**src/verilog/pusch_dr_params.svh**
```systemverilog
// PUSCH dimension-reduction parameters
// array sizes and datapath widths shared by RTL and testbench
`ifndef PUSCH_DR_PARAMS_SVH
`define PUSCH_DR_PARAMS_SVH

// ----------------------------------------------------------
// array size
// ----------------------------------------------------------
`define DR_ANT      4     // antennas on the lane
`define DR_BEAM     4     // hadamard beams

// ----------------------------------------------------------
// datapath widths
// ----------------------------------------------------------
`define DR_IW       16    // input I or Q
`define DR_BW       18    // full beam sum, IW + log2(ANT)
`define DR_OW       16    // output beam I or Q
`define DR_PW       48    // per-beam power accumulator

// beam sum to output, 18 -> 16 bits, always fits
`define DR_SHIFT    2

`endif
```
**src/verilog/dr_beam_pkg.sv**
```systemverilog
// PUSCH DR beam package
// antenna sample, beam sum, output beam and power types,
// plus the fixed 4x4 Hadamard codebook as sign bits
`include "pusch_dr_params.svh"

package dr_beam_pkg;

    // ----------------------------------------------------------
    // antenna side
    // ----------------------------------------------------------
    typedef struct packed {
        logic signed [`DR_IW-1:0] i;
        logic signed [`DR_IW-1:0] q;
    } iq_t;

    typedef iq_t [`DR_ANT-1:0] ant_vec_t;

    // ----------------------------------------------------------
    // beam side
    // ----------------------------------------------------------
    typedef logic signed [`DR_BW-1:0] bsum_t;      // full-width beam sum
    typedef bsum_t [`DR_BEAM-1:0]     bsum_vec_t;

    typedef struct packed {
        logic signed [`DR_OW-1:0] i;
        logic signed [`DR_OW-1:0] q;
    } beam_iq_t;

    typedef beam_iq_t [`DR_BEAM-1:0] beam_vec_t;

    typedef logic [`DR_PW-1:0]    pwr_t;
    typedef pwr_t [`DR_BEAM-1:0]  pwr_vec_t;

    typedef logic [1:0] beam_idx_t;

    // sylvester order, [beam][ant], 1 means weight -1
    // bit set when popcount(beam & ant) is odd
    localparam logic [`DR_BEAM-1:0][`DR_ANT-1:0] HADAMARD_SIGN = {
        4'b0110,    // beam 3: + - - +
        4'b1100,    // beam 2: + + - -
        4'b1010,    // beam 1: + - + -
        4'b0000     // beam 0: + + + +
    };

endpackage

```
**src/verilog/dr_cfg_pkg.sv**
```systemverilog
// PUSCH DR configuration package
// RBG size code, index types and the RE count of an RBG
package dr_cfg_pkg;

    typedef logic [1:0] rbg_size_t;   // 0: 4 prb, 1: 8 prb, 2/3: 16 prb
    typedef logic [7:0] rbg_idx_t;    // rbg within a symbol
    typedef logic [7:0] re_cnt_t;     // re within an rbg

    // ----------------------------------------------------------
    // REs per RBG, 12 per PRB
    // ----------------------------------------------------------
    function automatic re_cnt_t re_per_rbg(input rbg_size_t size);
        re_cnt_t n;
        case (size)
            2'd0:    n = 8'd48;
            2'd1:    n = 8'd96;
            default: n = 8'd192;    // code 3 runs as 16 prb
        endcase
        return n;
    endfunction

endpackage

```
**src/verilog/beam_select.sv**
```systemverilog
// Beam select
// latches the RBG beam powers and picks the strongest beam,
// lowest index wins a tie
`include "pusch_dr_params.svh"

module beam_select (
    input  logic                   i_clk,
    input  logic                   i_reset,
    input  logic                   i_done,
    input  dr_beam_pkg::pwr_vec_t  i_pwr,
    input  dr_cfg_pkg::rbg_idx_t   i_rbg_idx,
    output logic                   o_pwr_vld,
    output dr_beam_pkg::pwr_vec_t  o_beam_pwr,
    output dr_beam_pkg::beam_idx_t o_best_beam,
    output dr_cfg_pkg::rbg_idx_t   o_rbg_idx
);
    import dr_beam_pkg::*;

    beam_idx_t best;

    // argmax, strict compare keeps the lower index
    always_comb begin
        best = '0;
        for (int b = 1; b < `DR_BEAM; b++) begin
            if (i_pwr[b] > i_pwr[best]) begin
                best = beam_idx_t'(b);
            end
        end
    end

    always_ff @(posedge i_clk) begin
        if (i_done) begin
            o_beam_pwr  <= i_pwr;
            o_best_beam <= best;
            o_rbg_idx   <= i_rbg_idx;
        end
    end

    always_ff @(posedge i_clk) begin
        if (i_reset) begin
            o_pwr_vld <= 1'b0;
        end else begin
            o_pwr_vld <= i_done;    // one pulse per RBG
        end
    end

endmodule

```
**config.mk**
```make
export PLATFORM = sky130hd
export DESIGN_NAME = beam_select
export DESIGN_NICKNAME = d
export VERILOG_FILES = /design/src/verilog/dr_beam_pkg.sv /design/src/verilog/dr_cfg_pkg.sv /design/src/verilog/beam_select.sv
export VERILOG_INCLUDE_DIRS = /design/src /design/src/verilog
export SDC_FILE = /design/constraint.sdc
export NUM_CORES = 1
export LEC_CHECK = 0
export ABC_AREA = 1
export BUFFER_PORTS_ARGS = -buffer_cell sky130_fd_sc_hd__buf_2
export CAP_MARGIN = 40
export CORE_MARGIN = 5
export CORE_UTILIZATION = 25
export DETAILED_ROUTE_END_ITERATION = 8
export GPL_TIMING_DRIVEN = 0
export SLEW_MARGIN = 20
export SYNTH_ARGS = -nofsm -noshare
export SYNTH_HDL_FRONTEND = slang
export SYNTH_SLANG_ARGS = --single-unit
```
**constraint.sdc**
```tcl
create_clock -name i_clk -period 6.15 [get_ports i_clk]
set_input_delay 0.615 -clock i_clk [delete_from_list [all_inputs] [get_ports i_clk]]
set_output_delay 0.615 -clock i_clk [all_outputs]
set_load 0.005 [all_outputs]
```
After elaboration in Yosys (flattened, before gate mapping)

Cells that the tools add are included.

Register bits after elaboration: 203
Bits of input ports: 203
Output and inout port bits: 203
Word-level logic and storage cells: 18

Order comparisons: 5
Mux-type cells: 6

Operators by type and width:

| operator           | count |
|---|---|
| $bmux 48 s2        | 2 |
| $gt 48x48->1       | 3 |
| $mux 48            | 2 |
| $lt 2x3->1 const B | 2 |
| $mux 2             | 1 |
| $mux 1             | 1 |

Longest topological paths before layout

Depth in word-level cells: 9
Mapped depth: 46
Mapped depth without buffers: 43

Least setup slack after synthesis

No wires, ideal clock.

Path type: input -> register
From: input i_pwr[47] (netlist name)
To: register o_best_beam[1], data pin
Arrival time: 4530 ps
Required time: 5894 ps
Setup slack: 1364 ps
Cell stages on the path: 36
Buffers on the path: 4
Path through: inv_1 > ha_1 > nand2_1 > nor2_1 > and2_1 > nand3_1 > nor2_1 > nand2_1 > nand3_2 > buf_4 > buf_4 > nand3_1 > and2_1 > ha_1 > a21oi_1 > nor2_1 > nor3_1 > nand2_1 > a21oi_1 > nand3_1 > nand2_1 > inv_1 > buf_4 > buf_2 > nand2_1 > nand2_1 > ha_1 > nand2_1 > inv_1 > nand3_1 > nor3_1 > inv_1 > nor2_1 > nand4_1 > nand2_1 > nand2_1

Word-level cells in the longest chain between the ends: 9

Ends and longest elaborated chain:

| item                          | line              | source |
|---|---|---|
| start, declared               | beam_select.sv:10 | `input dr_beam_pkg::pwr_vec_t i_pwr,` |
| $gt 48x48->1                  | beam_select.sv:25 | `if (i_pwr[b] > i_pwr[best]) begin` |
| $mux 1                        | beam_select.sv:25 |  |
| $bmux 48 s2                   | beam_select.sv:25 |  |
| $mux 48 (not written as such) | beam_select.sv:25 |  |
| $gt 48x48->1                  | beam_select.sv:25 |  |
| $mux 2                        | beam_select.sv:25 |  |
| $bmux 48 s2                   | beam_select.sv:25 |  |
| $mux 48 (not written as such) | beam_select.sv:25 |  |
| $gt 48x48->1                  | beam_select.sv:25 |  |
| end signal, assigned          | beam_select.sv:34 | `o_best_beam <= best;` |
| end, declared                 | beam_select.sv:14 | `output dr_beam_pkg::beam_idx_t o_best_beam,` |

Parallel ways exist; a longest one is shown, timed or not. The select of a mux whose other input is x is not followed.
A chain may end at the register's enable or synchronous reset.

Final worst setup path

From: input i_pwr[43] (netlist name)
To: register o_best_beam[1], data pin

Same word-level chain as after synthesis.

==> results.md <==
Run status:
- The flow ran to the end, and the final reports show no timing, DRC or antenna violations.

Layout:
- The proportion of layout cells with a drive suffix above 1 is 30.4%.
- The utilization after layout is 33.5%.
- Relative to the synthesized area, the layout overhead comes to 32.4%.
- The final net count is 1,877.
- Fill cells in the final layout number 4,528.
- The count of cells in the finished layout, fillers not included, comes to 2,142.

STA:
- The final count of hold timing violations is 0.
- Setup repair after global routing left no endpoint under its margin.
- The final count of pins violating max slew is 0.
- The worst slew margin relative to its limit is 56.2%.
- The minimum period implied by the final worst setup slack is 5.50 ns.
- Dividing the final minimum period by the clock period gives 89.5%.
- The setup slack after layout is 0.645 ns.
- Adding up every negative setup slack in the final design gives 0 ns.
- The pin slew with the least headroom to its limit is 0.657 ns.
- The setup violation total in the final timing report is 0.
- Derived from the worst setup path, the maximum achievable clock frequency is 0.182 GHz.

Synth:
- The number of storage elements in the synthesis netlist is 203.
- The total of warnings raised by yosys is 0.
- The instance count of the mapped netlist is 1,097.
- The post-synthesis area per instance is 10.2 µm².
- Summing every instance area after synthesis gives 11,200 µm².
- The library cell occupying the most area in the post-synthesis netlist is edfxtp_1.
- The share of the synthesized area in the top cell type is 54.1%.
- The sequential-to-total area share from yosys stat is 54.2%.
- Sorting the synthesized cells by area gives the leading types as edfxtp_1, ha_1, nand2_1.
- Yosys mapped the design onto 27 distinct sky130hd cell types.
- The post-synth net total is 1,444.

Die:
- The die covers 49,200 µm².
- The die width is 222 µm.
- In this run the count of I/O pins placed on the die edge is 406.
- The die boundary height is 222 µm.
- The placeable core region is 44,300 µm².
- The number of cell rows is 77.
- The initial utilization of the core area, before any placement, comes to 25.3%.

Critical path:
- The worst setup path is launched from a primary input.
- STA puts the critical path data required time at 6.44 ns.
- The slowest cell on the critical path is clkbuf_1.
- Counting stages on the worst path, the most repeated cell is nand2_1.
- The highest net fanout along the worst path is 10.
- The type of element capturing the critical path is a flip-flop.
- The critical path data arrival time is 5.79 ns.
- The start-to-end type of the worst setup path is primary input to flip-flop.
- In this design, the stage delay of the slowest critical-path cell is 0.54 ns.

Global routing:
- Entering global routing, the biggest net connects 106 pins.
- Global routing consumed, over all layers together, 14.2% of the routing resources.
- After global routing the overflow that remains totals 0.
- The via count of the first global-routing pass came to 9,483.
- The number of antenna violations at the first check in global routing is 7.
- The first global-routing pass estimated 54,800 µm of wire.

Clock network:
- The count of hold-fix buffers inserted at cts is 0.
- The maximum count of clock buffers along a single path is 3.
- The root buffer cell is clkbuf_16.
- The clock edge transition at the registers on the reported setup and hold paths is 0.06 ns.
- The number of buffers created by CTS is 24.
- TritonCTS built the clock tree.
- CTS built an H-tree with a depth of 1.
- The clock net in this run drives a total of 203 sinks.

Placed design:
- After legalization and detailed placement, the total HPWL measured 30,400 µm.
- The final weighted congestion in routability-driven placement is 0.792.
- The number of buffers inserted by port buffering is 405.
- The post-placement setup slack is -0.707 ns.
- The number of placed instances, taps included, is 2,096.

Detailed routing:
- The count of routing violations after the opening detailed-route iteration is 436.
- The number of routed nets with antenna violations is 0.
- For this block, the via count after detailed routing is 9,332.
- The number of iterations in the first detailed-routing pass is 5.
- In the routed design, unresolved DRC markers number 0.
- The routed wire length per instance is 17.1 µm.
- In the routed layout, each cell is associated on average with a via count of 4.36.
- The routed design has 36,600 µm of wire.

Power:
- VDD sags by at most 0.190 mV.
- The leakage power of the design is 0.00720 µW.
- The power density over cell area is 269 nW/µm².

Worst hold path:
- The path class of the tightest hold or removal check is primary input to flip-flop.

Run:
- The max-cap violation count is 0.
==> logic make-up (layout without fill, tap and decap cells) <==
kind of cell               count (synthesis)  after routing  synth area share (%)
buffers and inverters                    162            612                  5.89
AOI/OAI and AO/OA                         93             93                  4.43
adders and majority gates                144            144                  16.1
DFF                                      203            203                  54.2
other                                      0              3                     0
and+or+nand+nor                          495            495                  19.4
==> worst paths after layout <==
path	from	to	slack, ns	depth (start not counted)
worst max-delay path	i_pwr[43]	o_best_beam[1]	0.65	35
worst min-delay path	i_reset	o_pwr_vld	0.26	2
==> metal layers <==
metal  vias up  track usage [%]  share of wire (%)
met3        52             3.24                6.4
met1      4334             17.3                 41
met5         -                0               0.17
li1       4645                -                  -
met2       293             25.4                 50
met4         8             3.86                2.3
==> layout by cell type, fill, tap and decap left out, drive strengths merged, types with 2 or more instances in the layout <==
master and instances:
nand4 12, and2 49, a21o 2, nor4 2, nand3 113, o21ai 16, ha 144, a31oi 2
nor2 36, inv 139, clkinvlp 2, a21oi 64, nand2 277, diode 3, edfxtp 202, clkbuf 40
nor3 5, o21a 6, buf 424, clkinv 6
==> Yosys cell counts <==
| cell type | number |
|---|---|
| nand3_1 | 112 |
| o21a_1 | 6 |
| nand4_1 | 12 |
| nand2_2 | 1 |
| buf_6 | 4 |
| a21oi_1 | 64 |
| buf_4 | 3 |
| nand3_2 | 1 |
| dfxtp_1 | 1 |
| clkbuf_1 | 5 |
| o21bai_1 | 1 |
| nor2_1 | 36 |
| o221ai_1 | 1 |
| a21o_1 | 2 |
| o21ai_0 | 16 |
| edfxtp_1 | 202 |
| a211oi_1 | 1 |
| buf_1 | 4 |
| nor3_1 | 5 |
| a31oi_1 | 2 |
| nand3b_1 | 1 |
| ha_1 | 144 |
| inv_1 | 137 |
| and2_1 | 49 |
| buf_2 | 9 |
| nor4_1 | 2 |
| nand2_1 | 276 |
==> through the flow <==
| stage | cell area [µm²] | power [µW] | hold slack (ns) |
|---|---|---|---|
| 2_1_floorplan | 11200 | 2240 | 0.686 |
| 3_3_place_gp | 14000 | 2670 | 0.780 |
| 3_5_place_dp | 14100 | 2690 | 0.786 |
| 4_1_cts | 14800 | 4060 | 0.218 |
| 5_1_grt | 14900 | 4270 | 0.240 |
| 6_report | 14900 | 4000 | 0.256 |
==> sequential cells by signal (all words and copies together), names as in the netlist <==
name	flops
o_beam_pwr	192
o_best_beam	2
o_pwr_vld	1
o_rbg_idx	8
==> power breakdown <==
| part | switching (µW) | internal [µW] | leakage (µW) |
|---|---|---|---|
| Combinational | 590 | 390 | 0.00487 |
| Sequential | 23.7 | 1650 | 0.00199 |
| Clock | 558 | 786 | 0.000354 |
==> timing repair <==
| action | in CTS | in global routing |
|---|---|---|
| pin swaps | 0 | 0 |
| buffers inserted | 0 | 0 |
| resized for setup | 4 | 17 |
| endpoints found under the setup margin | 2 | 2 |
==> area by class of cell <==
cell class / instances / area (µm²) / share of cell area [%]
Multi-Input combinational cell: 732 / 4520 / 30.4
Clock buffer: 32 / 652 / 4.39
Timing Repair Buffer: 407 / 2090 / 14.1
Buffer: 25 / 159 / 1.07
Antenna cell: 3 / 7.51 / 0.0505
Sequential cell: 203 / 6090 / 41.0
Inverter: 137 / 514 / 3.46
Tap cell: 592 / 741 / 4.98
Clock inverter: 11 / 87.6 / 0.589
==> critical path: cells and delay by family <==
family,cells,cell delay (ns)
AO/OA/AOI/OAI,3,0.50
adder cells (fa/ha/maj),3,0.88
buffers and inverters,9,1.43
AND/OR/NAND/NOR,20,2.35
(Power assumes the default switching activity.)
