**src/verilog/dr_cfg_pkg.sv**
```systemverilog
// PUSCH DR configuration package
// RBG size code, index types and the RE count of an RBG
package dr_cfg_pkg;

    typedef logic [1:0] rbg_size_t;   // 0: 4 prb, 1: 8 prb, 2/3: 16 prb
    typedef logic [7:0] rbg_idx_t;    // rbg within a symbol
    typedef logic [7:0] re_cnt_t;     // re within an rbg

    // ----------------------------------------------------------
    // REs per RBG, 12 per PRB
    // ----------------------------------------------------------
    function automatic re_cnt_t re_per_rbg(input rbg_size_t size);
        re_cnt_t n;
        case (size)
            2'd0:    n = 8'd48;
            2'd1:    n = 8'd96;
            default: n = 8'd192;    // code 3 runs as 16 prb
        endcase
        return n;
    endfunction

endpackage

```
**src/verilog/rbg_counter.sv**
```systemverilog
// RBG counter
// tracks the RE position inside the current RBG and the RBG index
// inside the symbol; flags first and last RE of each RBG.
// flags and index are combinational from the incoming RE
module rbg_counter (
    input  logic                  i_clk,
    input  logic                  i_reset,
    input  logic                  i_iq_vld,
    input  logic                  i_iq_sop,
    input  dr_cfg_pkg::rbg_size_t i_rbg_size,
    output logic                  o_re_first,
    output logic                  o_re_last,
    output dr_cfg_pkg::rbg_idx_t  o_rbg_idx
);
    import dr_cfg_pkg::*;

    re_cnt_t  re_cnt;       // position the next RE takes
    rbg_idx_t rbg_idx;
    re_cnt_t  cur_cnt;      // position of the RE on the input now
    rbg_idx_t cur_idx;
    re_cnt_t  rbg_len;

    // ----------------------------------------------------------
    // current RE position
    // ----------------------------------------------------------
    always_comb begin
        cur_cnt = i_iq_sop ? '0 : re_cnt;    // sop restarts both counts
        cur_idx = i_iq_sop ? '0 : rbg_idx;
        rbg_len = re_per_rbg(i_rbg_size);
    end

    assign o_re_first = i_iq_vld && (cur_cnt == '0);
    assign o_re_last  = i_iq_vld && (cur_cnt == rbg_len - 8'd1);
    assign o_rbg_idx  = cur_idx;

    // ----------------------------------------------------------
    // count registers, frozen on idle cycles
    // ----------------------------------------------------------
    always_ff @(posedge i_clk) begin
        if (i_reset) begin
            re_cnt  <= '0;
            rbg_idx <= '0;
        end else if (i_iq_vld) begin
            if (o_re_last) begin
                re_cnt  <= '0;
                rbg_idx <= cur_idx + 8'd1;   // runs on until next sop
            end else begin
                re_cnt  <= cur_cnt + 8'd1;
                rbg_idx <= cur_idx;
            end
        end
    end

endmodule

```
**config.mk**
```make
export PLATFORM = sky130hd
export DESIGN_NAME = rbg_counter
export DESIGN_NICKNAME = d
export VERILOG_FILES = /design/src/verilog/dr_cfg_pkg.sv /design/src/verilog/rbg_counter.sv
export SDC_FILE = /design/constraint.sdc
export NUM_CORES = 1
export LEC_CHECK = 0
export BUFFER_PORTS_ARGS = -buffer_cell sky130_fd_sc_hd__buf_2
export CAP_MARGIN = 20
export CORE_MARGIN = 5
export CORE_UTILIZATION = 40
export CTS_CLUSTER_DIAMETER = 150
export DETAILED_ROUTE_END_ITERATION = 12
export PLACE_DENSITY = 0.6
export SLEW_MARGIN = 20
export SYNTH_ARGS = -nofsm -noshare
export SYNTH_HDL_FRONTEND = slang
export SYNTH_SLANG_ARGS = --single-unit
export TNS_END_PERCENT = 30
```
**constraint.sdc**
```tcl
create_clock -name i_clk -period 4.4 [get_ports i_clk]
set_input_delay 0.44 -clock i_clk [delete_from_list [all_inputs] [get_ports i_clk]]
set_output_delay 0.44 -clock i_clk [all_outputs]
set_load 0.1 [all_outputs]
```
### Word-level counts from Yosys, hierarchy flattened

Index checks and enable logic that the tools add are counted.

| word-level totals | value |
|---|---|
| bits in registers | 16 |
| input port bits | 6 |
| output and inout port bits | 10 |
| word-level logic and storage cells | 16 |

| cells by class | value |
|---|---|
| add/sub/neg operators | 3 |
| equality and inequality tests | 2 |
| muxes and demuxes | 5 |
| reductions and logical operators | 4 |

Operators with widths:

| operator | count |
|---|---|
| two-way mux 8 bit | 4 |
| adder 8 x 1 -> 8 bit (second input constant) | 2 |
| case mux 8 bit (2 select lines) | 1 |
| == test 8 bit | 1 |
| logical NOT 8 bit | 1 |
| subtractor 8 x 1 -> 8 bit (second input constant) | 1 |
| == test 2 x 1 -> 1 bit (second input constant) | 1 |
| logical AND 1 bit | 2 |
| logical NOT 2 bit | 1 |

### Depth between registers and ports, before layout

Gate-level depths: netlist of the first run.

| depth | value |
|---|---|
| depth in word-level cells | 6 |
| depth in mapped cells | 10 |
| mapped depth without buffers | 9 |

### Worst setup path before layout of the first run

OpenSTA, ideal clock, no wires.

| timing | value |
|---|---|
| path type | input port to output port |
| from | input i_iq_sop |
| to | output o_re_last |
| arrival time | 3.592 ns |
| slack | 0.368 ns |
| cell stages on the path | 7 |
| path buffers | 1 |
| path through | clkbuf_1 > inv_1 > nand2_1 > inv_1 > ha_1 > nand3_1 > a211oi_1 |

| on the way | value |
|---|---|
| cells in the longest elaborated chain, start to end | 3 |

Ends and longest elaborated chain:

| item | RTL line | source |
|---|---|---|
| start: declaration | rbg_counter.sv:9 | `input logic i_iq_sop,` |
| two-way mux 8 bit | rbg_counter.sv:27 | `cur_cnt = i_iq_sop ? '0 : re_cnt;` |
| == test 8 bit | rbg_counter.sv:33 | `assign o_re_last = i_iq_vld && (cur_cnt == rbg_len - 8'd1);` |
| logical AND 1 bit | rbg_counter.sv:33 |  |
| end: declaration | rbg_counter.sv:12 | `output logic o_re_last,` |

Every way passes these cells.

### Worst setup path in the final report of the first run

Ends and elaborated chain as after synthesis.

==> metrics, run 1 <==
run status complete, no violations; clk_lat worst skew 0.29 ns; commonest non-fill, non-tap cell in the layout nand2_1; worst r2r src re_cnt[4]$_SDFFE_PP0P_; Setup Fix Bufs, Post-CTS 0; largest net degree at the start of global routing 23; GP Congestion 0.748; Fill cells 278; Layout Nets 162; WL final 2.46 mm; Area Overhead vs Synth 11.3%; Worst Setup SP i_iq_sop; CP startpoint kind primary input; Final WS setup 1.68 ns; clk_skew 0.00772 ns; CTS resizes 0; setup_tns 0 ns; Max FO, Critical Path 22; Worst Hold Path Cells 2; Tmin final 2.72 ns; Die X 61.8 um; register area 320 sq um; via count 1023; first-pass GRT wire length 4.17 mm; CTS tree built; total clock sinks 16; Final ANT Viol Nets 0; CTS hold repair buffers 0; async set-reset flop share out of synthesis 0; Placed Cells 178; port bufs 15; Die ar. 3820 sq um; Clk pin slew, worst setup/hold paths 0.11 ns; number of synthesized flops with an enable pin 0; Hold/Removal Path Class in -> reg; post-DR vias/cell 5.62; maxcap violations 0; Overall Global Routing Usage 0.146; WP data arrival 2.28 ns; synthesized area per cell 7.68 sq um; DRC 0; Worst R2R Path Depth 4; Clock Path Buffers 2; most common flop cell mapped by yosys dfxtp_1; min-delay src i_reset; Yosys top cell by area dfxtp_1; WP data required 3.96 ns; H-tree levels 1; synthesis-stage register bit count 16; Slew Limit Fails 0; # setup viols final 0; Site Rows 18; most frequent cells in the layout 17 x nand2_1, 16 x dfxtp_1, 15 x buf_2; fraction of layout instances using a drive strength above 1 0.158; root buf cell clkbuf_4; Initial Util 0.426; Max VDD drop 0.136 mV; DP HPWL 1.80 mm; PD cells 231 nW/um^2; Mapped Cells 140; Placeable Area 2520 sq um; area share of the largest cell type after synthesis 0.298; Synth Net Count 149; first-pass detailed-route iteration total 4; Ant. Diodes 0; initial antenna violation count 0; post-layout util 0.474; CTS buffer count 3; Synth warnings 0; fin crit share 0.619; Post-Synthesis Cell Area 1070 sq um; vias in the first global route 928; P_leak 0.445 nW; area of the multi-input gates 712 sq um; synth unique cells 39; RSZ-0062 raised after global routing false; worst slew pin tran 0.683 ns; die height 61.8 um; sequential share of the synthesized area 0.298; grt total ovfl 0; 1st-iter DRT viols 28; # IOs 16; Crit. End Element output pin; WS Path Type in -> out; Final Non-Filler Cells 182; Hold WS 0.507 ns; Final Hold Viols 0; pre-CTS WS 1.70 ns; fmax 367 MHz; largest cells by area after synthesis dfxtp_1 30%, nor2b_1 6.4%, nand3_1 6.1%; Slew headroom 0.545; DR WL/cell 13.5 um
[layer usage]
layer  vias to the layer above  track usage  share of wire
met5                         -            0              0
met4                         0       0.0455         0.0053
met3                         2       0.0372          0.035
met2                        10        0.239           0.47
met1                       476        0.188           0.49
li1                        535            -              -
[worst max-delay path, stage by stage]
cell and delay, ns:
buf_2 0.21, inv_1 0.19, nand2_1 0.11, inv_1 0.11, ha_1 0.25, nand3_1 0.20, a211oi_1 0.30, buf_2 0.48
[synth_stat cells, types with 4 or more instances]
cell      instances
nand2b_1          7
inv_1             4
nand3b_1          4
nor2b_1          11
nand2_1          17
a21oi_1          10
o21ai_0           4
clkbuf_1          5
nor2_1            9
nand3_1          13
dfxtp_1          16
[cell type report]
| type | count | share of cell area |
|---|---|---|
| Clock buffer | 4 | 0.0303 |
| Inverter | 4 | 0.0126 |
| Multi-Input combinational cell | 113 | 0.595 |
| Sequential cell | 16 | 0.268 |
| Tap cell | 30 | 0.0314 |
| Timing Repair Buffer | 15 | 0.0628 |
[metrics by stage]
stage                     area [sq um]  power (mW)
after CTS                         1200       0.279
after floorplan                   1070       0.171
after global placement            1160       0.177
final                             1200       0.276
after detailed placement          1160       0.178
after global routing              1200       0.295
[report_power, final]
part / switching, mW / internal (mW) / total, mW
Clock: 0.0516 / 0.0503 / 0.102
Sequential: 0.00106 / 0.146 / 0.147
Combinational: 0.0203 / 0.00712 / 0.0274
[cells by family (layout without fill, tap and decap cells)]
family | after synthesis | after routing | share of synthesized area
adders and majority gates | 3 | 3 | 0.0349
and+or+nand+nor | 75 | 75 | 0.377
buffers and inverters | 11 | 23 | 0.0396
muxes | 1 | 1 | 0.00931
AOI/OAI and AO/OA | 31 | 31 | 0.217
xor gates and xnor gates | 3 | 3 | 0.0245
DFF | 16 | 16 | 0.298
[path summary, 6_finish.rpt]
path	endpoint	slack, ns
worst max-delay path	o_re_last	1.68
worst min-delay path	rbg_idx[0]$_SDFFE_PP0P_	0.51
worst max register to register	re_cnt[4]$_SDFFE_PP0P_	2.29
worst min register to register	re_cnt[0]$_SDFFE_PP0P_	0.51
[state kept, by name, summed over array words and instances, names as in the netlist]
signal and count:
re_cnt 8, rbg_idx 8
No activity file was read; power rests on OpenSTA's default activity.
==> inputs of run 2 (changes only) <==
==> constraint.sdc (replaced) <==
create_clock -name i_clk -period 2.8 [get_ports i_clk]
set_input_delay 0.28 -clock i_clk [delete_from_list [all_inputs] [get_ports i_clk]]
set_output_delay 0.28 -clock i_clk [all_outputs]
set_load 0.1 [all_outputs]
==> run 2 against run 1 <==
  * Design area fell by 0.73%
  * Count of clock-buffer cells in the layout fell by 1
  * Hold slack got worse by 0.14 ns
  * Register-to-register slack got worse by 1.6 ns
  * Critical path depth fell by 4
  * Die area did not move
  * First-iteration DRC count rose by 25%
  * Final cell count fell by 0.55%
  * Clock skew fell by 0.0010 ns
==> metrics, run 2 (synthesized netlist as in run 1, its figures left out) <==
Final ANT Viol Nets 0; Overall Global Routing Usage 0.143; DR WL/cell 13.5 um; met2 routed WL 1.17 mm; CTS resizes 0; fin area 1190 sq um; first-pass detailed-route iteration total 4; Top delay family on crit path simple AND/OR/NAND/NOR gates; Setup Fix Bufs, Post-CTS 0; Clk pin slew, worst setup/hold paths 0.09 ns; Fill cells 271; post-layout util 0.471; die height 61.8 um; fmax 408 MHz; Site Rows 18; clk_lat worst skew 0.28 ns; commonest non-fill, non-tap cell in the layout nand2_1; CP startpoint kind flop; via count 1029; Comb pwr share 0.109; grt total ovfl 0; Pwr Total 0.398 mW; CP max stage delay 0.64 ns; Cell Chain, Critical Path nor2_1, or4_1, a211oi_2, buf_2; Slew headroom 0.524; port bufs 15; CTS tree built; most frequent cells in the layout 17 x nand2_1, 16 x dfxtp_1, 15 x buf_2; fraction of layout instances using a drive strength above 1 0.159; area of the multi-input gates 717 sq um; DP HPWL 1.78 mm; Crit. End Element output pin; switching share of power 0.270; Clock power frac 0.311; Hold/Removal Path Class in -> reg; PD cells 335 nW/um^2; P_int 0.290 mW; Crit path buffers/inverters 1; WP data arrival 2.17 ns; Hold WS 0.365 ns; Tmin final 2.45 ns; largest net degree at the start of global routing 23; run status complete, no violations; Area Overhead vs Synth 10.5%; maxcap violations 0; Placeable Area 2520 sq um; initial antenna violation count 0; CTS buffer count 3; slowest CP cell or4_1; Max VDD drop 0.215 mV; first-pass GRT wire length 4.17 mm; Die ar. 3820 sq um; Max Used Layer met4; Met3 Routed Length 78 um; RSZ-0062 raised after global routing false; WP data required 2.52 ns; WL final 2.44 mm; # setup viols final 0; worst slew pin tran 0.713 ns; total clock sinks 16; H-tree levels 1; Psw 0.108 mW; Initial Util 0.426; Metal-1 WL 1.17 mm; DRC 0; WS Path Type reg -> out; register area 320 sq um; fin crit share 0.876; clk_skew 0.00671 ns; placed cell areas 1160 sq um; P_leak 0.438 nW; root buf cell clkbuf_4; Die X 61.8 um; Layout Nets 162; 1st-iter DRT viols 35; GP Congestion 0.764; Final Hold Viols 0; Ant. Diodes 0; Clock Path Buffers 2; Slew Limit Fails 0; # IOs 16; post-DR vias/cell 5.69; top flop regs rbg_idx x8, re_cnt x8; CTS hold repair buffers 0; sequential share of power 0.580; Max FO, Critical Path 7; vias in the first global route 909
[run 2: final timing paths]
kind / from / endpoint / slack (ns) / cells after the start
worst min register to register: re_cnt[0]$_SDFFE_PP0P_ / re_cnt[0]$_SDFFE_PP0P_ / 0.51 / 2
worst max-delay path: re_cnt[4]$_SDFFE_PP0P_ / o_re_last / 0.35 / 4
worst max register to register: re_cnt[4]$_SDFFE_PP0P_ / re_cnt[4]$_SDFFE_PP0P_ / 0.70 / 4
worst min-delay path: i_reset / re_cnt[2]$_SDFFE_PP0P_ / 0.37 / 2
[run 2: cell type report]
type,instances,share of cell area
Tap cell,30,0.0316
Sequential cell,16,0.270
Multi-Input combinational cell,113,0.604
Inverter,4,0.0126
Clock buffer,3,0.0190
Timing Repair Buffer,15,0.0632
[run 2: routing by layer]
layer,vias up,global-route usage
met5,-,0
met4,0,0.0455
met3,2,0.0310
met2,21,0.227
met1,475,0.193
li1,531,-
[run 2: worst register-to-register path, delay by kind of cell, from the launching register on]
kind / cells / cell delay (ns)
AO/OA/AOI/OAI: 2 / 0.79
flip-flops: 1 / 0.47
AND/OR/NAND/NOR: 2 / 0.74
[run 2: through the flow]
| stage | cells | setup WS [ns] | setup TNS [ns] |
|---|---|---|---|
| finish | 181 | 0.347 | 0 |
| global route | 181 | 0.196 | 0 |
| CTS | 181 | 0.327 | 0 |
| detailed placement | 178 | 0.484 | 0 |
| global placement | 178 | 0.522 | 0 |
| floorplan | 140 | -0.386 | -0.773 |
[run 2: power by group through the flow]
stage	sequential, mW	clock [mW]	combinational (mW)
2_1_floorplan	0.235	0	0.0337
3_3_place_gp	0.236	0	0.0429
3_5_place_dp	0.236	0	0.0433
4_1_cts	0.231	0.132	0.0433
5_1_grt	0.231	0.146	0.0481
6_report	0.231	0.124	0.0433
==> inputs of run 3 (changes only) <==
--- a/config.mk
+++ b/config.mk
@@ -11,7 +11,7 @@
 export CORE_UTILIZATION = 40
 export CTS_CLUSTER_DIAMETER = 150
 export DETAILED_ROUTE_END_ITERATION = 12
-export PLACE_DENSITY = 0.6
+export PLACE_DENSITY_LB_ADDON = 0.12
 export SLEW_MARGIN = 20
 export SYNTH_ARGS = -nofsm -noshare
 export SYNTH_HDL_FRONTEND = slang
==> run 3 against run 2 <==
  * Sequential cell count did not move
  * Routed wire length grew 5.0%
  * Power grew 9.2%
  * Utilization is 0.55 points higher
  * Setup slack got worse by 0.027 ns
  * Design area rose by 1.2%
  * Register-to-register slack lost 0.12 ns
  * Critical path type unchanged
  * Largest cell class unchanged
==> metrics, run 3 (synthesized netlist as in run 1, its figures left out) <==
setup_tns 0 ns; Hold WS 0.364 ns; P_leak 0.446 nW; Placed Cells 178; first-pass GRT wire length 4.55 mm; pre-CTS WS 0.419 ns; initial antenna violation count 0; CTS buffer count 3; most frequent cells in the layout 17 x nand2_1, 16 x dfxtp_1, 15 x buf_2; Placeable Area 2520 sq um; Final WS setup 0.321 ns; Pwr Total 0.434 mW; Worst R2R Path Depth 4; fraction of layout instances using a drive strength above 1 0.164; Setup Fix Bufs, Post-CTS 0; via count 1061; Clock Path Buffers 2; post-DR vias/cell 5.83; Initial Util 0.426; maxcap violations 0; Ant. Diodes 0; clk_skew 0.00337 ns; Layout Nets 162; DRC 0; CP max stage delay 0.65 ns; Worst Hold Path Cells 2; top flop regs rbg_idx x8, re_cnt x8; CTS tree built; Cell Chain, Critical Path nor2_1, or4_1, a211oi_2, buf_2; fin area 1200 sq um; stages on the worst setup path 4; Die X 61.8 um; slowest CP cell or4_1; PD cells 361 nW/um^2; WP data arrival 2.20 ns; post-layout util 0.476; WP data required 2.52 ns; H-tree levels 1; Max VDD drop 0.184 mV; Hold/Removal Path Class in -> reg; 1st-iter DRT viols 46; DR WL/cell 14.1 um; die height 61.8 um; fin crit share 0.885; commonest non-fill, non-tap cell in the layout nand2_1; # setup viols final 0; Crit path buffers/inverters 1; grt total ovfl 0; vias in the first global route 1018; root buf cell clkbuf_4; RSZ-0062 raised after global routing false; Final ANT Viol Nets 0; Max FO, Critical Path 7; Crit. End Element output pin; placed cell areas 1160 sq um; WL final 2.56 mm; Slew Limit Fails 0; DP HPWL 1.81 mm; Area Overhead vs Synth 11.8%; CTS resizes 0; # IOs 16; Slew headroom 0.504; run status complete, no violations; largest net degree at the start of global routing 23; Final Non-Filler Cells 182; Overall Global Routing Usage 0.156; Site Rows 18; Die ar. 3820 sq um; Clk pin slew, worst setup/hold paths 0.10 ns; total clock sinks 16; port bufs 15; Top delay family on crit path simple AND/OR/NAND/NOR gates; first-pass detailed-route iteration total 4; clk_lat worst skew 0.29 ns; CTS hold repair buffers 0; GP Congestion 0.819; fmax 403 MHz; CP startpoint kind flop; Final Hold Viols 0; Tmin final 2.48 ns; WS Path Type reg -> out; worst slew pin tran 0.744 ns
[run 3: cell type report]
class / instances / area (sq um)
fillers: 266 / 1320
multi-input cells: 113 / 717
flip-flops and latches: 16 / 320
repair buffers: 15 / 75.1
well taps: 30 / 37.5
clock buffers: 4 / 36.3
inverters: 4 / 15.0
[run 3: final timing paths]
check                                            start                       to  slack [ns]
worst min-delay path                           i_reset   re_cnt[5]$_SDFFE_PP0P_        0.36
worst min register to register  re_cnt[0]$_SDFFE_PP0P_   re_cnt[0]$_SDFFE_PP0P_        0.49
worst max-delay path            re_cnt[4]$_SDFFE_PP0P_                o_re_last        0.32
worst max register to register  re_cnt[4]$_SDFFE_PP0P_  rbg_idx[4]$_SDFFE_PP0P_        0.58
[run 3: metal layers]
layer	vias up	global-route usage	part of all wire
met5	-	0	0
met4	0	0.0545	0.013
met3	4	0.0310	0.055
met2	22	0.242	0.42
met1	500	0.216	0.51
li1	535	-	-
[run 3: power breakdown]
part / internal (mW) / switching [mW] / total (mW)
Clock: 0.0793 / 0.0803 / 0.160
Sequential: 0.229 / 0.00138 / 0.230
Combinational: 0.0111 / 0.0330 / 0.0441
Total: 0.319 / 0.115 / 0.434
