`src/verilog/pusch_dr_params.svh`:
```
// PUSCH dimension-reduction parameters
// array sizes and datapath widths shared by RTL and testbench
`ifndef PUSCH_DR_PARAMS_SVH
`define PUSCH_DR_PARAMS_SVH

// ----------------------------------------------------------
// array size
// ----------------------------------------------------------
`define DR_ANT      4     // antennas on the lane
`define DR_BEAM     4     // hadamard beams

// ----------------------------------------------------------
// datapath widths
// ----------------------------------------------------------
`define DR_IW       16    // input I or Q
`define DR_BW       18    // full beam sum, IW + log2(ANT)
`define DR_OW       16    // output beam I or Q
`define DR_PW       48    // per-beam power accumulator

// beam sum to output, 18 -> 16 bits, always fits
`define DR_SHIFT    2

`endif
```
`src/verilog/dr_beam_pkg.sv`:
```
// PUSCH DR beam package
// antenna sample, beam sum, output beam and power types,
// plus the fixed 4x4 Hadamard codebook as sign bits
`include "pusch_dr_params.svh"

package dr_beam_pkg;

    // ----------------------------------------------------------
    // antenna side
    // ----------------------------------------------------------
    typedef struct packed {
        logic signed [`DR_IW-1:0] i;
        logic signed [`DR_IW-1:0] q;
    } iq_t;

    typedef iq_t [`DR_ANT-1:0] ant_vec_t;

    // ----------------------------------------------------------
    // beam side
    // ----------------------------------------------------------
    typedef logic signed [`DR_BW-1:0] bsum_t;      // full-width beam sum
    typedef bsum_t [`DR_BEAM-1:0]     bsum_vec_t;

    typedef struct packed {
        logic signed [`DR_OW-1:0] i;
        logic signed [`DR_OW-1:0] q;
    } beam_iq_t;

    typedef beam_iq_t [`DR_BEAM-1:0] beam_vec_t;

    typedef logic [`DR_PW-1:0]    pwr_t;
    typedef pwr_t [`DR_BEAM-1:0]  pwr_vec_t;

    typedef logic [1:0] beam_idx_t;

    // sylvester order, [beam][ant], 1 means weight -1
    // bit set when popcount(beam & ant) is odd
    localparam logic [`DR_BEAM-1:0][`DR_ANT-1:0] HADAMARD_SIGN = {
        4'b0110,    // beam 3: + - - +
        4'b1100,    // beam 2: + + - -
        4'b1010,    // beam 1: + - + -
        4'b0000     // beam 0: + + + +
    };

endpackage

```
`src/verilog/dr_cfg_pkg.sv`:
```
// PUSCH DR configuration package
// RBG size code, index types and the RE count of an RBG
package dr_cfg_pkg;

    typedef logic [1:0] rbg_size_t;   // 0: 4 prb, 1: 8 prb, 2/3: 16 prb
    typedef logic [7:0] rbg_idx_t;    // rbg within a symbol
    typedef logic [7:0] re_cnt_t;     // re within an rbg

    // ----------------------------------------------------------
    // REs per RBG, 12 per PRB
    // ----------------------------------------------------------
    function automatic re_cnt_t re_per_rbg(input rbg_size_t size);
        re_cnt_t n;
        case (size)
            2'd0:    n = 8'd48;
            2'd1:    n = 8'd96;
            default: n = 8'd192;    // code 3 runs as 16 prb
        endcase
        return n;
    endfunction

endpackage

```
`src/verilog/beam_mac.sv`:
```
// Beam MAC
// forms the Hadamard beams from the antenna samples of one RE.
// full-width sums go to the power path, the shifted sums form
// the output stream; one register stage
`include "pusch_dr_params.svh"

module beam_mac (
    input  logic                   i_clk,
    input  logic                   i_reset,
    input  logic                   i_iq_vld,
    input  dr_beam_pkg::ant_vec_t  i_iq_data,
    input  logic                   i_re_first,
    input  logic                   i_re_last,
    input  dr_cfg_pkg::rbg_idx_t   i_rbg_idx,
    output logic                   o_vld,
    output logic                   o_first,
    output logic                   o_last,
    output dr_cfg_pkg::rbg_idx_t   o_rbg_idx,
    output dr_beam_pkg::bsum_vec_t o_sum_i,
    output dr_beam_pkg::bsum_vec_t o_sum_q,
    output dr_beam_pkg::beam_vec_t o_beam_data
);
    import dr_beam_pkg::*;

    bsum_vec_t sum_i;
    bsum_vec_t sum_q;
    beam_vec_t beam_out;

    // ----------------------------------------------------------
    // signed add per beam, weights are +-1 only
    // ----------------------------------------------------------
    always_comb begin
        bsum_t ext_i;
        bsum_t ext_q;
        bsum_t shr_i;
        bsum_t shr_q;
        for (int b = 0; b < `DR_BEAM; b++) begin
            sum_i[b] = '0;
            sum_q[b] = '0;
            for (int a = 0; a < `DR_ANT; a++) begin
                ext_i = bsum_t'(i_iq_data[a].i);    // sign extend
                ext_q = bsum_t'(i_iq_data[a].q);
                if (HADAMARD_SIGN[b][a]) begin
                    sum_i[b] = sum_i[b] - ext_i;
                    sum_q[b] = sum_q[b] - ext_q;
                end else begin
                    sum_i[b] = sum_i[b] + ext_i;
                    sum_q[b] = sum_q[b] + ext_q;
                end
            end
            shr_i = sum_i[b] >>> `DR_SHIFT;
            shr_q = sum_q[b] >>> `DR_SHIFT;
            beam_out[b].i = shr_i[`DR_OW-1:0];
            beam_out[b].q = shr_q[`DR_OW-1:0];
        end
    end

    // strobes
    always_ff @(posedge i_clk) begin
        if (i_reset) begin
            o_vld   <= 1'b0;
            o_first <= 1'b0;
            o_last  <= 1'b0;
        end else begin
            o_vld   <= i_iq_vld;
            o_first <= i_iq_vld && i_re_first;
            o_last  <= i_iq_vld && i_re_last;
        end
    end

    // payload, held over gaps
    always_ff @(posedge i_clk) begin
        if (i_iq_vld) begin
            o_rbg_idx   <= i_rbg_idx;
            o_sum_i     <= sum_i;
            o_sum_q     <= sum_q;
            o_beam_data <= beam_out;
        end
    end

endmodule

```
`config.mk`:
```
export PLATFORM = sky130hd
export DESIGN_NAME = beam_mac
export DESIGN_NICKNAME = d
export VERILOG_FILES = /design/src/verilog/dr_beam_pkg.sv /design/src/verilog/dr_cfg_pkg.sv /design/src/verilog/beam_mac.sv
export VERILOG_INCLUDE_DIRS = /design/src /design/src/verilog
export SDC_FILE = /design/constraint.sdc
export NUM_CORES = 1
export LEC_CHECK = 0
export BUFFER_PORTS_ARGS = -buffer_cell sky130_fd_sc_hd__buf_2
export CORE_MARGIN = 2
export CORE_UTILIZATION = 45
export DETAILED_ROUTE_END_ITERATION = 6
export PLACE_DENSITY = 0.74
export SYNTH_ARGS = -nofsm -noshare
export SYNTH_HDL_FRONTEND = slang
export SYNTH_SLANG_ARGS = --single-unit
```
`constraint.sdc`:
```
create_clock -name i_clk -period 9.5 [get_ports i_clk]
set_input_delay 0.475 -clock i_clk [delete_from_list [all_inputs] [get_ports i_clk]]
set_output_delay 0.475 -clock i_clk [all_outputs]
set_load 0.02 [all_outputs]
```
Yosys cells after proc, flatten, opt, wreduce, memory -nomap -nowiden
Cells that the tools add are included.
Operators by class
  reduce and logical (&&, ||, !) cells: 2
  add/subtract/negate cells: 20
Operators with widths (number)
  17-bit by 16-bit adder with 18-bit output: 4
  18-bit by 16-bit adder with 18-bit output: 4
  17-bit by 16-bit subtractor with 18-bit output: 4
  18-bit by 16-bit subtractor with 18-bit output: 4
  16-bit by 16-bit adder with 17-bit output: 2
  16-bit by 16-bit subtractor with 17-bit output: 2
  1-bit logical AND: 2
Word-level totals
  output and inout bits: 283
  register bits after elaboration: 283
  input port bits: 141

Logic depth before layout (Yosys ltp)
Gate-level depths: netlist of run 1.
  word-level depth: 3
  depth in mapped cells: 21
  gate-level depth less buffers: 20

Worst setup path after synthesis of run 1
Ideal clock, no wire load.
  path kind: input port to flip-flop
  start point: input i_iq_data[0] (netlist bit)
  end point: register o_beam_data[15] (netlist bit) (data pin)
  setup time: 0.260 ns
  arrival: 4.047 ns
  required time: 9.240 ns
  stages: 21
  path slack: 5.194 ns
  path through: ha_1 inv_1 fa_1 o21bai_1 a221oi_1 o41ai_2 o221ai_1 o21ba_2 o31ai_2 xnor2_1 fa_1 inv_1 ha_1 clkbuf_1 a21oi_1 inv_1 a21oi_1 o21a_1 o31ai_1 a21oi_1 xnor2_1
RTL lines
  from (decl): RTL line beam_mac.sv:11  | input dr_beam_pkg::ant_vec_t i_iq_data,
  to (signal assigned): RTL line beam_mac.sv:77  | o_beam_data <= beam_out;
  to (decl): RTL line beam_mac.sv:21  | output dr_beam_pkg::beam_vec_t o_beam_data

==> flow_summary_export.csv, run 1 <==
group,metric,value,unit
timing,fin_setup_tns,0,ns
yosys,yosys_register_bits,154,
layout,drive_gt1_frac,0.2155,
layout,post-route-util,0.5130,
grt,grt_max_degree,82,
layout,nNetsFinal,2679,
grt,grt_pass1_wl,73530,µm
pwr,vdd_ir_drop_max,0.1549,mV
yosys,yosysSeqAreaShare,0.2536,
yosys,synth_area_per_cell,9.536,µm²
placement,place_congestion,0.9178,
routing,dr.pass1.iters,6,
min_path,hold_path_depth,2,
critical_path,critPathKind,"in2reg",
yosys,synth_top_cell_area_share,0.2503,
critical_path,crit_slowest_cell,"fa_1",
critical_path,crit_arrival,5.19,ns
timing,final_hold_viol_count,0,
routing,totalWireLength,47840,µm
clock_tree,h-tree-depth,4,
critical_path,worstPathRequired,9.71,ns
die,pin_count,424,
critical_path,worst-path-buf-inv,3,
clock_tree,root_buffer,"clkbuf_16",
pwr,power,6.030,mW
timing,fmax,200.6,MHz
yosys,syn_area,0.01812,mm²
yosys,synth_edf_count,151,
yosys,synthTopCellsByCount,"336 x inv_1, 204 x ha_1, 151 x edfxtp_1, 142 x fa_1, 140 x xnor2_1",
layout,area_delta_synth_final,12.49,%
layout,design_area,0.02038,mm²
clock_tree,cts.repair.resized,0,
timing,setup-violations-final,0,
job,cap_violations,0,
critical_path,path_max_fanout,5,
yosys,ys_warn_count,0,
grt,antenna_found_initial,9,
min_path,hold_end,"o_vld",
yosys,synth_top_area_cell,"edfxtp_1",
clock_tree,clkSinkCount,154,
yosys,synth_top_flop_cell,"edfxtp_1",
clock_tree,clkTransAtPathRegs,0.07,ns
placement,dp_hpwl,40160,µm
timing,rsz0062_at_grt,"false",
yosys,async_reset_ff_frac,0,
layout,antenna_cells,0,
die,die_w,204.7,µm
die,initial_core_util,0.4560,
yosys,synth_area_leaders,"edfxtp_1 25%, fa_1 16%, ha_1 14%",
pwr,power.density,295.9,mW/mm²
clock_tree,numCtsBuffers,17,
clock_tree,cts.path.max_buffers,2,
critical_path,cpPeakStageDelay,0.49,ns
min_path,worstHoldStart,"i_reset",
timing,slew_viol_final,0,
routing,drtAntennaViolNets,0,
routing,drc_errors,0,
routing,drt_iter0_markers,658,
routing,wl_per_cell,17.53,µm
clock_tree,cts_hold_buffers,0,
clock_tree,cts_tree,"done",
yosys,synth.most_common_cell,"inv_1",
critical_path,critPathLaunchType,"input pin",
die,dieArea,0.04188,mm²
clock_tree,post_cts_buffers,0,
grt,track_usage,0.2288,
grt,overflow,0,
placement,place_area,0.01985,mm²
timing,period_share,0.5247,
critical_path,worstPathCellList,"buf_2 > ha_1 > inv_1 > fa_1 > o21bai_1 > a211oi_1 > o21bai_1 > a21boi_0 > o21bai_1 > a21oi_1 > xnor2_1 > fa_1 > inv_1 > ha_1 > a21oi_1 > nor3b_1 > nand3_1 > a41oi_1 > o21ai_0 > xor2_1",
yosys,syn_nets,2387,
critical_path,endpoint_kind,"register",
pwr,p_leak,9.949,nW
placement,numPortBuffers,423,
timing,period_needed,4.985,ns
routing,vias,14110,
die,die_y,204.7,µm
timing,worstMarginPinSlew,1.191,ns
critical_path,critPathMostFrequentCell,"o21bai_1",
yosys,yosysUniqueCellTypes,74,
die,floorplan.rows,73,
run_status,status,"completed",
min_path,min_path_type,"in2reg",
yosys,syn_inst,1900,
die,core_region_area,0.03973,mm²
timing,slew_headroom,0.1856,
critical_path,crit_family,"compound AO/OA/AOI/OAI gates",
grt,grt_pass1_vias,14370,
routing,viasPerCell,5.169,
## power breakdown
| group | total, mW | switching [mW] | internal (mW) |
|---|---|---|---|
| Combinational | 3.94 | 2.48 | 1.46 |
| Sequential | 1.42 | 0.186 | 1.24 |
| Clock | 0.665 | 0.309 | 0.356 |
## sequential cells by signal, summed over array words and instances, names as in the netlist
signal / flops
o_last: 1
o_rbg_idx: 8
o_sum_q: 8
o_sum_i: 23
o_first: 1
o_vld: 1
o_beam_data: 112
## how the worst max path moves through the flow
stage               slack [ns]              end          start  depth (start not counted)
finish                    4.51      o_sum_i[15]  i_iq_data[16]                         20
global route              4.32      o_sum_i[15]  i_iq_data[16]                         20
CTS                       4.65      o_sum_i[15]  i_iq_data[48]                         20
detailed placement        4.14      o_sum_i[15]  i_iq_data[48]                         20
global placement          4.22      o_sum_i[15]  i_iq_data[16]                         20
floorplan                 5.19  o_beam_data[15]   i_iq_data[0]                         21
## layout make-up
| type | instances | area, µm² |
|---|---|---|
| fillers | 3670 | 19350 |
| inverters | 337 | 1265 |
| repair buffers | 424 | 2131 |
| multi-input cells | 1258 | 11200 |
| clock buffers | 19 | 432.9 |
| flip-flops and latches | 154 | 4594 |
| clock inverters | 12 | 101.3 |
| well taps | 525 | 656.9 |
## routing by layer
| metal | GRT usage | routed length [µm] | up-vias |
|---|---|---|---|
| met2 | 0.4161 | 24390 | 457 |
| met1 | 0.2649 | 19370 | 6745 |
| met3 | 0.03420 | 2273 | 92 |
| met5 | 0 | 102 | - |
| met4 | 0.1017 | 1699 | 16 |
| li1 | - | - | 6795 |
## stage by stage
step           worst slack (ns)  hold WS [ns]  cells
6_report                  4.515        0.1785   2729
5_1_grt                   4.319        0.1677   2729
4_1_cts                   4.650        0.1522   2729
3_5_place_dp              4.140        0.6533   2698
3_3_place_gp              4.216        0.6523   2698
2_1_floorplan             5.194        0.5613   1900
## layout by cell type (no fill, tap or decap), types with 4 or more instances in the layout
cell,Yosys,layout
nor3b_1,6,6
clkbuf_16,0,17
a21oi_1,134,134
and2_1,4,4
nand2b_1,13,13
nand4_1,8,8
o21ai_1,8,8
edfxtp_1,151,151
inv_1,336,336
o31ai_1,10,10
o221ai_1,4,4
or2_2,6,6
xnor2_1,140,140
o21a_1,28,28
fa_1,142,142
nand2_1,67,67
o31a_1,6,6
a21o_1,49,49
o211ai_1,13,13
a211oi_1,15,15
buf_2,3,422
a31oi_1,14,14
o21bai_1,22,22
o21ai_0,60,60
nor2b_1,26,26
nor2_1,104,104
and3_1,11,11
a31o_2,8,8
nor3_1,29,29
ha_1,204,204
nand3_1,26,26
xor2_1,39,39
a41oi_1,4,4
## kinds of logic (layout without fill, tap and decap cells)
group,count (synthesis),in the layout,synth area share
flops,154,154,0.2536
simple gates,313,313,0.08211
buf+inv,488,792,0.1283
fa+ha+maj,346,346,0.2978
compound gates,419,419,0.1512
xor+xnor,179,179,0.08653
mux,1,1,0.0005525
No activity file was read; power rests on OpenSTA's default activity.
==> inputs of run 2 (changes only) <==
--- a/config.mk
+++ b/config.mk
@@ -10,7 +10,7 @@
 export CORE_MARGIN = 2
 export CORE_UTILIZATION = 45
 export DETAILED_ROUTE_END_ITERATION = 6
-export PLACE_DENSITY = 0.74
+export PLACE_DENSITY = 0.76
 export SYNTH_ARGS = -nofsm -noshare
 export SYNTH_HDL_FRONTEND = slang
 export SYNTH_SLANG_ARGS = --single-unit
==> constraint.sdc (replaced) <==
create_clock -name i_clk -period 4 [get_ports i_clk]
set_input_delay 0.2 -clock i_clk [delete_from_list [all_inputs] [get_ports i_clk]]
set_output_delay 0.2 -clock i_clk [all_outputs]
set_load 0.02 [all_outputs]
==> flow_summary_export.csv, run 2 (synthesis gave the netlist of run 1 again) <==
group,metric,value,unit
run_status,status,"finished with violations",
run_status,violations,"hold timing",
routing,drt_iter0_markers,692,
timing,fmax,257.7,MHz
die,dieArea,0.04188,mm²
pwr,seqPwrFrac,0.202,
timing,final_hold_viol_count,1,
pwr,clockPowerShare,0.103,
pwr,power.density,692.6,mW/mm²
die,core_region_area,0.03973,mm²
clock_tree,root_buffer,"clkbuf_16",
critical_path,endpoint_kind,"register",
pwr,p_switching,7.644,mW
placement,place_area,0.02273,mm²
placement,numPortBuffers,423,
timing,setup-violations-final,0,
pwr,combPwrFrac,0.694,
timing,slew_headroom,0.5137,
clock_tree,clkSinkCount,154,
routing,totalWireLength,53090,µm
clock_tree,cts_tree,"done",
min_path,hold_path_depth,2,
routing,viasPerCell,5.047,
grt,overflow,0,
critical_path,crit_arrival,4.11,ns
layout,reg_top3,"o_beam_data (112), o_sum_i (23)",
routing,drtAntennaViolNets,0,
layout,regMostFlops,"o_beam_data",
layout,drive_gt1_frac,0.3587,
grt,grt_pass1_wl,81950,µm
job,cap_violations,0,
die,floorplan.rows,73,
pwr,p_leak,11.98,nW
routing,wl_per_cell,16.96,µm
timing,postLayoutSetupSlackWorst,0.1195,ns
placement,place_ws,-0.6130,ns
layout,mostFrequentLayoutCells,"422 x buf_2, 386 x buf_4, 333 x inv_1",
grt,antenna_found_initial,9,
die,die_w,204.7,µm
layout,design_area,0.02386,mm²
layout,largest_reg_flops,112,
layout,nFillCells,3355,
timing,worstMarginPinSlew,0.7294,ns
timing,whs,-0.01473,ns
clock_tree,numCtsBuffers,17,
critical_path,critPathLaunchType,"input pin",
critical_path,worstPathRequired,4.23,ns
timing,slew_viol_final,0,
layout,layout_commonest_cell,"buf_2",
pwr,power_switching_share,0.4626,
clock_tree,cts.path.max_buffers,2,
min_path,min_path_type,"in2reg",
placement,dp_hpwl,44730,µm
critical_path,path_max_fanout,3,
routing,dr.pass1.iters,5,
pwr,intPower,8.880,mW
grt,grt_max_degree,73,
routing,vias,15800,
routing,drc_errors,0,
timing,period_needed,3.881,ns
die,initial_core_util,0.4560,
min_path,hold_end,"o_first",
timing,period_share,0.9701,
clock_tree,clkTransAtPathRegs,0.07,ns
layout,nNetsFinal,3075,
layout,area_delta_synth_final,31.67,%
die,pin_count,424,
min_path,worstHoldStart,"i_re_first",
die,die_y,204.7,µm
pwr,vdd_ir_drop_max,0.4729,mV
clock_tree,h-tree-depth,4,
grt,grt_pass1_vias,16570,
grt,track_usage,0.2530,
critical_path,critPathKind,"in2reg",
placement,place_congestion,0.9339,
-- run 2: cell types whose count changed in the layout (fill, tap and decap cells not counted), moves of 6 or more --
cell           change
a21oi_1           -15
a21oi_2           +13
buf_4            +385
dlygate4sd3_1     +10
ha_1               -6
o21ai_0           -13
o21ai_1            +9
o31ai_1            -6
-- run 2: stage by stage --
step                TNS, ns  instances  total power, mW    util
floorplan                 0       1900            10.65       -
CTS                       0       3122            16.39  0.5913
global route        -0.2845       3128            17.69  0.6003
global placement     -15.44       3078            14.37  0.5721
detailed placement   -19.00       3078            14.54  0.5721
finish                    0       3130            16.52  0.6004
-- run 2: worst max-delay path, cell delays in order --
cell	delay, ns
buf_2	0.09
ha_2	0.16
inv_1	0.05
fa_2	0.39
o21bai_4	0.15
a211oi_2	0.09
o21bai_1	0.21
a21boi_1	0.13
o21bai_1	0.17
a21oi_1	0.10
xnor2_1	0.26
fa_1	0.48
inv_2	0.08
ha_1	0.24
a21o_1	0.19
a21o_1	0.21
nor3b_2	0.23
buf_4	0.16
nor2_1	0.06
a31o_2	0.25
a21oi_2	0.14
xnor2_1	0.07
-- run 2: final cells by class --
cell class,count,area (µm²),area share
Timing Repair Buffer,820,5141,0.2155
Clock inverter,14,162.7,0.006818
Clock buffer,18,429.2,0.01799
Inverter,337,1265,0.05302
Multi-Input combinational cell,1258,11600,0.4861
Sequential cell,154,4594,0.1926
Tap cell,525,656.9,0.02753
Antenna cell,4,10.01,0.0004196
-- run 2: how the worst max path moves through the flow --
stage	cells after the start	from	slack [ns]	to
2_1_floorplan	20	i_iq_data[16]	0.002	o_beam_data[93]
3_3_place_gp	21	i_iq_data[16]	-0.53	o_sum_i[15]
3_5_place_dp	21	i_iq_data[16]	-0.61	o_sum_i[15]
4_1_cts	20	i_iq_data[0]	0.004	o_beam_data[111]
5_1_grt	22	i_iq_data[17]	-0.07	o_beam_data[58]
6_report	22	i_iq_data[16]	0.12	o_beam_data[93]
-- run 2: layer usage --
layer,vias up,global-route usage,part of all wire
li1,7587,-,-
met1,7544,0.2818,0.39
met2,532,0.4696,0.52
met3,127,0.04343,0.053
met4,8,0.1110,0.037
met5,-,0,0.00087
-- run 2: power by group through the flow --
stage | sequential [mW] | clock [mW] | combinational [mW]
3_3_place_gp | 3.36 | 0 | 11.0
6_report | 3.34 | 1.71 | 11.5
3_5_place_dp | 3.38 | 0 | 11.2
4_1_cts | 3.36 | 1.73 | 11.3
2_1_floorplan | 4.20 | 0 | 6.45
5_1_grt | 3.43 | 1.78 | 12.5
-- run 2: repair_timing --
action | 4_1_cts | 5_1_grt
resized for setup | 11 | 79
cloned | 0 | 0
pin swaps | 5 | 40
buffers inserted | 2 | 4
hold endpoints to repair | 10 | 0
hold buffers | 10 | 0
setup endpoints to repair | 8 | 39
